==> src/rtl/valu_defs.svh <==
`ifndef VALU_DEFS_SVH
`define VALU_DEFS_SVH

// vector register width in bits
`define VALU_VLEN 128

// population count works on two halves
`define VALU_HALF 64

// reorder buffer entry tag
`define VALU_TAG_W 3

// reservation station entries
`define VALU_RS_DEPTH 4

`endif

==> src/rtl/valu_pkg.sv <==
`default_nettype none

`include "valu_defs.svh"

package valu_pkg;

  typedef enum logic [3:0] {
    OP_ADD,
    OP_SUB,
    OP_SADDU,
    OP_MINU,
    OP_MAXU,
    OP_SLL,
    OP_SRL,
    OP_SRA,
    OP_AND,
    OP_OR,
    OP_XOR,
    OP_CPOP
  } alu_op_e;

  // ignored by the mask group and cpop
  typedef enum logic [1:0] {
    EEW8,
    EEW16,
    EEW32
  } eew_e;

  typedef struct packed {
    logic [`VALU_TAG_W-1:0]      rob_tag;
    alu_op_e                     opcode;
    eew_e                        eew;
    logic [`VALU_VLEN-1:0]       vs1;
    logic [`VALU_VLEN-1:0]       vs2;
  } alu_uop_t;

  typedef struct packed {
    logic [`VALU_TAG_W-1:0]      rob_tag;
    logic [`VALU_VLEN-1:0]       w_data;
    logic                        vsaturate;
  } pu2rob_t;

  // second stage contents
  typedef struct packed {
    logic [`VALU_TAG_W-1:0]      rob_tag;
    alu_op_e                     opcode;
    logic [`VALU_VLEN-1:0]       result_data;
    logic [$clog2(`VALU_HALF):0] cnt_lo;
    logic [$clog2(`VALU_HALF):0] cnt_hi;
    logic                        vsaturate;
  } pipe_data_t;

endpackage

`default_nettype wire

==> src/rtl/valu_rs.sv <==
`timescale 1ns/1ps
`default_nettype none

`include "valu_defs.svh"

module valu_rs
(
  clk,
  arst_n,
  push,
  push_uop,
  full,
  trap_flush,
  pop_rs,
  uop_valid,
  uop
);
  input  logic                clk;
  input  logic                arst_n;
  input  logic                push;
  input  valu_pkg::alu_uop_t  push_uop;
  output logic                full;
  input  logic                trap_flush;
  input  logic                pop_rs;
  output logic                uop_valid;
  output valu_pkg::alu_uop_t  uop;

  localparam int DEPTH = `VALU_RS_DEPTH;
  localparam int PTR_W = $clog2(DEPTH);

  valu_pkg::alu_uop_t   mem [DEPTH];
  logic [PTR_W-1:0]     wr_ptr;
  logic [PTR_W-1:0]     rd_ptr;
  logic [PTR_W:0]       count;
  logic                 wr_en;
  logic                 rd_en;

  function automatic logic [PTR_W-1:0] ptr_inc(logic [PTR_W-1:0] p);
    return (p == PTR_W'(DEPTH - 1)) ? '0 : p + 1'b1;
  endfunction

  assign full      = (count == (PTR_W + 1)'(DEPTH));
  assign uop_valid = (count != '0);
  assign uop       = mem[rd_ptr];

  // push while full is dropped
  assign wr_en = push & ~full;
  assign rd_en = pop_rs & uop_valid;

  always_ff @(posedge clk) begin
    if (wr_en) begin
      mem[wr_ptr] <= push_uop;
    end
  end

  always_ff @(posedge clk or negedge arst_n) begin
    if (!arst_n) begin
      wr_ptr <= '0;
      rd_ptr <= '0;
      count  <= '0;
    end else if (trap_flush) begin
      wr_ptr <= '0;
      rd_ptr <= '0;
      count  <= '0;
    end else begin
      if (wr_en) begin
        wr_ptr <= ptr_inc(wr_ptr);
      end
      if (rd_en) begin
        rd_ptr <= ptr_inc(rd_ptr);
      end
      case ({wr_en, rd_en})
        2'b10:   count <= count + 1'b1;
        2'b01:   count <= count - 1'b1;
        default: count <= count;
      endcase
    end
  end

endmodule

`default_nettype wire

==> config.mk <==
export PLATFORM = sky130hd
export DESIGN_NAME = valu_rs
export DESIGN_NICKNAME = d
export VERILOG_FILES = /design/src/rtl/valu_pkg.sv /design/src/rtl/valu_rs.sv
export VERILOG_INCLUDE_DIRS = /design/src /design/src/rtl
export SDC_FILE = /design/constraint.sdc
export NUM_CORES = 1
export LEC_CHECK = 0
export BUFFER_PORTS_ARGS = -buffer_cell sky130_fd_sc_hd__buf_4
export CAP_MARGIN = 20
export CORE_UTILIZATION = 60
export DETAILED_ROUTE_END_ITERATION = 8
export GPL_ROUTABILITY_DRIVEN = 0
export HOLD_SLACK_MARGIN = 0.03
export PLACE_DENSITY = 0.81
export SKIP_LAST_GASP = 1
export SLEW_MARGIN = 15
export SYNTH_ARGS = -nofsm -noshare
export SYNTH_HDL_FRONTEND = slang
export SYNTH_SLANG_ARGS = --single-unit
==> constraint.sdc <==
create_clock -name clk -period 14.2 [get_ports clk]
set_input_delay 1.42 -clock clk [delete_from_list [all_inputs] [get_ports clk]]
set_output_delay 1.42 -clock clk [all_outputs]
set_load 0.02 [all_outputs]
; Word level (Yosys, flattened, before mapping)
; Memories as Yosys holds them, arrays and structs flattened.
; Index checks and enable logic that the tools add are counted.
[totals]
out_inout_bits = 267
ramBits = 1060
ff_bits = 7
inputBits = 270
elab_cells = 30
mem_count = 1
[classes]
bitwise = 3
add_sub_neg = 4
muxes = 10
reduce_logical = 4
eq_ne = 5
[mem_list]
columns = name, depth, width, rd, rd_ports_with_merged_regs, write_ports, line_no
row1 = mem, 4, 265, 1, 0, 1, valu_rs.sv:31  ; valu_pkg::alu_uop_t mem [DEPTH];
[op_table]
columns = operator, count
row1 = two-way mux 2 bit, 6
row2 = == test 2 bit (second input constant), 3
row3 = case mux 3 bit (2 select lines), 1
row4 = nonzero test 3 bit, 2
row5 = adder 2 x 1 -> 2 bit (second input constant), 2
row6 = nonzero test 2 bit, 2
row7 = adder 3 x 1 -> 3 bit (second input constant), 1
row8 = == test 3 bit (second input constant), 1
row9 = two-way mux 3 bit, 1
row10 = subtractor 3 x 1 -> 3 bit (second input constant), 1
row11 = AND 1 bit, 2
row12 = == test 2 x 1 -> 1 bit (second input constant), 1
row13 = two-way mux 1 bit, 2
row14 = NOT 1 bit, 1

; Depth between registers and ports, before layout
[depth]
word_depth = 6
mapped_depth = 7
mapped_depth_nobuf = 6

; Worst setup path before layout
; No wires, ideal clock.
[synth_timing]
path_kind = input -> register
start = in push
end = mem mem[0][0] in the netlist's numbering, enable pin
path_buffers = 1
t_required_ns = 13.539
path_stages = 2
path_slack_ns = 5.771
setup_time_ns = 0.661
t_arrival_ns = 7.768
cell_sequence = clkbuf_1 and3_1
[synth_via]
elab_chain_cells = 3
[synth_rtl]
columns = item, line_no
row1 = start: declaration, valu_rs.sv:20  ; input logic push;
row2 = AND 1 bit, valu_rs.sv:47  ; assign wr_en = push & ~full;
row3 = two-way mux 1 bit, valu_rs.sv:51  ; if (wr_en) begin
row4 = two-way mux 1 bit (implied by the code), valu_rs.sv:52  ; mem[wr_ptr] <= push_uop;
row5 = end: declaration, valu_rs.sv:31
; No other way between the ends.

==> impl_metrics.prom <==
# TYPE chip_impl_metric gauge
chip_impl_metric{name="worst_reg2reg_path_length_in_cells",unit=""} 4
chip_impl_info{name="final_cell_mix",value="edfxtp_1 (1,060), buf_4 (548), mux4_2 (265)"} 1
chip_impl_metric{name="rows",unit=""} 93
chip_impl_metric{name="ports",unit=""} 537
chip_impl_metric{name="post_cts_resized",unit=""} 0
chip_impl_metric{name="worst_setup_hold_path_clk_slew",unit="ps"} 60
chip_impl_info{name="timing.critical_path.to_type",value="output port"} 1
chip_impl_metric{name="yosys.cell_types.count",unit=""} 37
chip_impl_metric{name="fin_tns_setup",unit="ps"} 0
chip_impl_metric{name="grt_pass1_vias",unit=""} 19000
chip_impl_metric{name="slew_violations",unit=""} 0
chip_impl_metric{name="vias",unit=""} 18000
chip_impl_metric{name="post-cts-setup-buffers",unit=""} 0
chip_impl_info{name="critical_path.cell_chain",value="buf_4 > buf_4 > buf_4 > mux4_2 > buf_4"} 1
chip_impl_metric{name="die_width",unit="um"} 257
chip_impl_metric{name="cp.required",unit="ps"} 12780
chip_impl_info{name="regToRegEndpoint",value="mem[1][129]$_DFFE_PP_"} 1
chip_impl_metric{name="number_of_synthesized_register_bits",unit=""} 1067
chip_impl_metric{name="tightest_slew",unit="ps"} 1330
chip_impl_metric{name="cap_viol_max_count",unit=""} 0
chip_impl_metric{name="cts_made_buffers",unit=""} 103
chip_impl_metric{name="route.detailed.wl_per_inst",unit="um"} 28.3
chip_impl_metric{name="detail_route.vias_per_cell",unit=""} 6.02
chip_impl_metric{name="clock_tree.buffer_depth",unit=""} 3
chip_impl_metric{name="post_synth.cell_area_avg",unit="um2"} 26.9
chip_impl_metric{name="finalHoldViolCount",unit=""} 0
chip_impl_metric{name="count_of_hold_fix_buffers_inserted_at_cts",unit=""} 0
chip_impl_info{name="outcome",value="finished clean"} 1
chip_impl_metric{name="p_leak",unit="nW"} 15.6
chip_impl_metric{name="antenna_found_initial",unit=""} 10
chip_impl_info{name="cp_common_cell",value="buf_4"} 1
chip_impl_metric{name="synth_area",unit="um2"} 39000
chip_impl_metric{name="full_die_area",unit="um2"} 66100
chip_impl_info{name="dominantRegCellSynth",value="edfxtp_1"} 1
chip_impl_metric{name="num-nets-final",unit=""} 2318
chip_impl_metric{name="port_buffers",unit=""} 536
chip_impl_info{name="most_frequent_standard_cell_in_the_layout_excluding_fill_and_tap_cells",value="edfxtp_1"} 1
chip_impl_metric{name="mappedNetlistNets",unit=""} 1726
chip_impl_info{name="ctsRootBufferMaster",value="clkbuf_16"} 1
chip_impl_metric{name="clock_tree.htree_level_count",unit=""} 3
chip_impl_metric{name="area.growth.synth_to_final",unit="%"} 20.5
chip_impl_info{name="crit_path_top_delay_cell",value="dfrtp_4"} 1
chip_impl_metric{name="fin_total_pwr",unit="mW"} 7.88
chip_impl_info{name="cts_tree",value="built"} 1
chip_impl_metric{name="initial_core_util",unit="%"} 60.7
chip_impl_metric{name="grt_pass1_wl",unit="mm"} 123
chip_impl_metric{name="synth-edff-count",unit=""} 1060
chip_impl_metric{name="reg2reg_slack",unit="ps"} 10390
chip_impl_metric{name="drc_errors",unit=""} 0
chip_impl_metric{name="clkLatencyLatePin",unit="ps"} 660
chip_impl_metric{name="synthArstFlopShare",unit="%"} 0.656
chip_impl_metric{name="period_needed",unit="ps"} 6380
chip_impl_metric{name="synth_seq_area_share",unit="%"} 82.0
chip_impl_metric{name="setup_viol",unit=""} 0
chip_impl_metric{name="grt_max_degree",unit=""} 155
chip_impl_metric{name="finalClockSkew",unit="ps"} 30.4
chip_impl_info{name="rsz0062_at_grt",value="false"} 1
chip_impl_metric{name="max_slew_margin",unit="%"} 11.6
chip_impl_info{name="critical_path.startpoint_type",value="flip-flop"} 1
chip_impl_metric{name="timing.final.crit_share",unit="%"} 44.9
chip_impl_metric{name="ant_nets",unit=""} 0
chip_impl_info{name="hold_class",value="in2async"} 1
chip_impl_metric{name="groute.usage.overall",unit="%"} 25.6
chip_impl_metric{name="firstDrtPassIters",unit=""} 6
chip_impl_metric{name="synth-warning-count",unit=""} 0
chip_impl_metric{name="post_route_cells_drive_above_1_share",unit="%"} 45.6
chip_impl_metric{name="fp.coreArea",unit="um2"} 64300
chip_impl_metric{name="path_max_fanout",unit=""} 48
chip_impl_metric{name="grt_total_ovfl",unit=""} 0
chip_impl_metric{name="routed_wirelength",unit="mm"} 84.6
chip_impl_metric{name="cp_data_arrival_time",unit="ps"} 4960
chip_impl_metric{name="dpl.hpwl",unit="mm"} 47.6
chip_impl_info{name="worst_setup_path_category",value="reg2out"} 1
chip_impl_metric{name="drt_iter0_drc",unit=""} 1481
chip_impl_info{name="r2r_start",value="count[0]$_DFFE_PN0P_"} 1
chip_impl_metric{name="cts.sink_count",unit=""} 1067
chip_impl_metric{name="worst_path_largest_cell_delay",unit="ps"} 990
chip_impl_metric{name="peakVddDrop",unit="V"} 0.000214
chip_impl_metric{name="pwr_density_cell",unit="nW/um2"} 168
chip_impl_metric{name="fmax",unit="MHz"} 157
chip_impl_metric{name="floorplan.die.height",unit="um"} 257
chip_impl_metric{name="syn_inst_count",unit=""} 1451
[state kept, by name, indices dropped and copies added (netlist names)]
signal	cells
mem	1060
count	3
rd_ptr	2
wr_ptr	2
[worst max-delay path, delay by kind of cell, from the launching register on]
family	cells	cell delay, ps
mux	1	610
buf+inv	4	2560
flops	1	990
[area by class of cell]
| cell class | count | area (um2) |
|---|---|---|
| Clock inverter | 60 | 707 |
| Sequential cell | 1067 | 32000 |
| Fill cell | 3350 | 17300 |
| Tap cell | 855 | 1070 |
| Inverter | 5 | 18.8 |
| Antenna cell | 10 | 25.0 |
| Timing Repair Buffer | 553 | 4210 |
| Clock buffer | 125 | 2660 |
| Multi-Input combinational cell | 313 | 6330 |
[stage by stage]
stage               worst slack (ps)  std cells  cell area [um2]  hold slack [ps]  util, %
floorplan                       5770       1451            39000              551        -
global placement                8290       2792            43600              570     67.8
detailed placement              8270       2793            43600              605     67.8
CTS                             7560       2978            47000              545     73.1
global route                    7290       2986            47000              553     73.1
finish                          7820       2988            47000              581     73.1
[cells in the mapped netlist (2+ instances only)]
master       n  area [um2]
edfxtp_1  1060       31800
mux4_2     265        5970
buf_2       30         150
buf_12      22         440
dfrtp_1      7         175
a21oi_1      6        30.0
buf_6        5        56.3
clkbuf_1     5        18.8
nand2b_1     5        31.3
and3_1       4        25.0
ha_1         4        50.1
inv_1        4        15.0
buf_4        3        22.5
nand3_1      3        15.0
nand3b_1     2        15.0
nor2_1       2        7.51
o21ai_0      2        10.0
or3_1        2        12.5
xor2_1       2        17.5
[cells by family after synthesis]
kind of cell | after synthesis | share of synthesized area [%]
AO/OA/AOI/OAI | 17 | 0.276
multiplexers | 265 | 15.3
XOR/XNOR | 3 | 0.0673
AND/OR/NAND/NOR | 23 | 0.362
flip-flops | 1067 | 82.0
adder cells (fa/ha/maj) | 5 | 0.179
buffers and inverters | 71 | 1.85
[power breakdown]
part | switching, mW | total (mW) | internal, mW
clock | 1.14 | 2.70 | 1.56
sequential | 0.0774 | 3.76 | 3.68
combinational | 0.778 | 1.41 | 0.637
[metal layers]
layer,GRT usage (%),vias to the layer above,wire [um]
met4,10.1,4,3030
met3,7.37,154,7210
li1,-,7504,-
met5,0,-,23
met1,30.6,9512,29100
met2,44.0,811,45200
[worst max path at each step]
stage | cells past startpoint | to | slack [ps] | from
2_1_floorplan | 2 | mem[0][0]$_DFFE_PP_ | 5770 | push
3_3_place_gp | 5 | uop[123] | 8290 | rd_ptr[0]$_DFFE_PN0P_
3_5_place_dp | 5 | uop[125] | 8270 | rd_ptr[0]$_DFFE_PN0P_
4_1_cts | 5 | uop[129] | 7560 | rd_ptr[0]$_DFFE_PN0P_
5_1_grt | 5 | uop[129] | 7290 | rd_ptr[0]$_DFFE_PN0P_
6_report | 5 | uop[121] | 7820 | rd_ptr[0]$_DFFE_PN0P_
No activity file was read; power rests on OpenSTA's default activity.
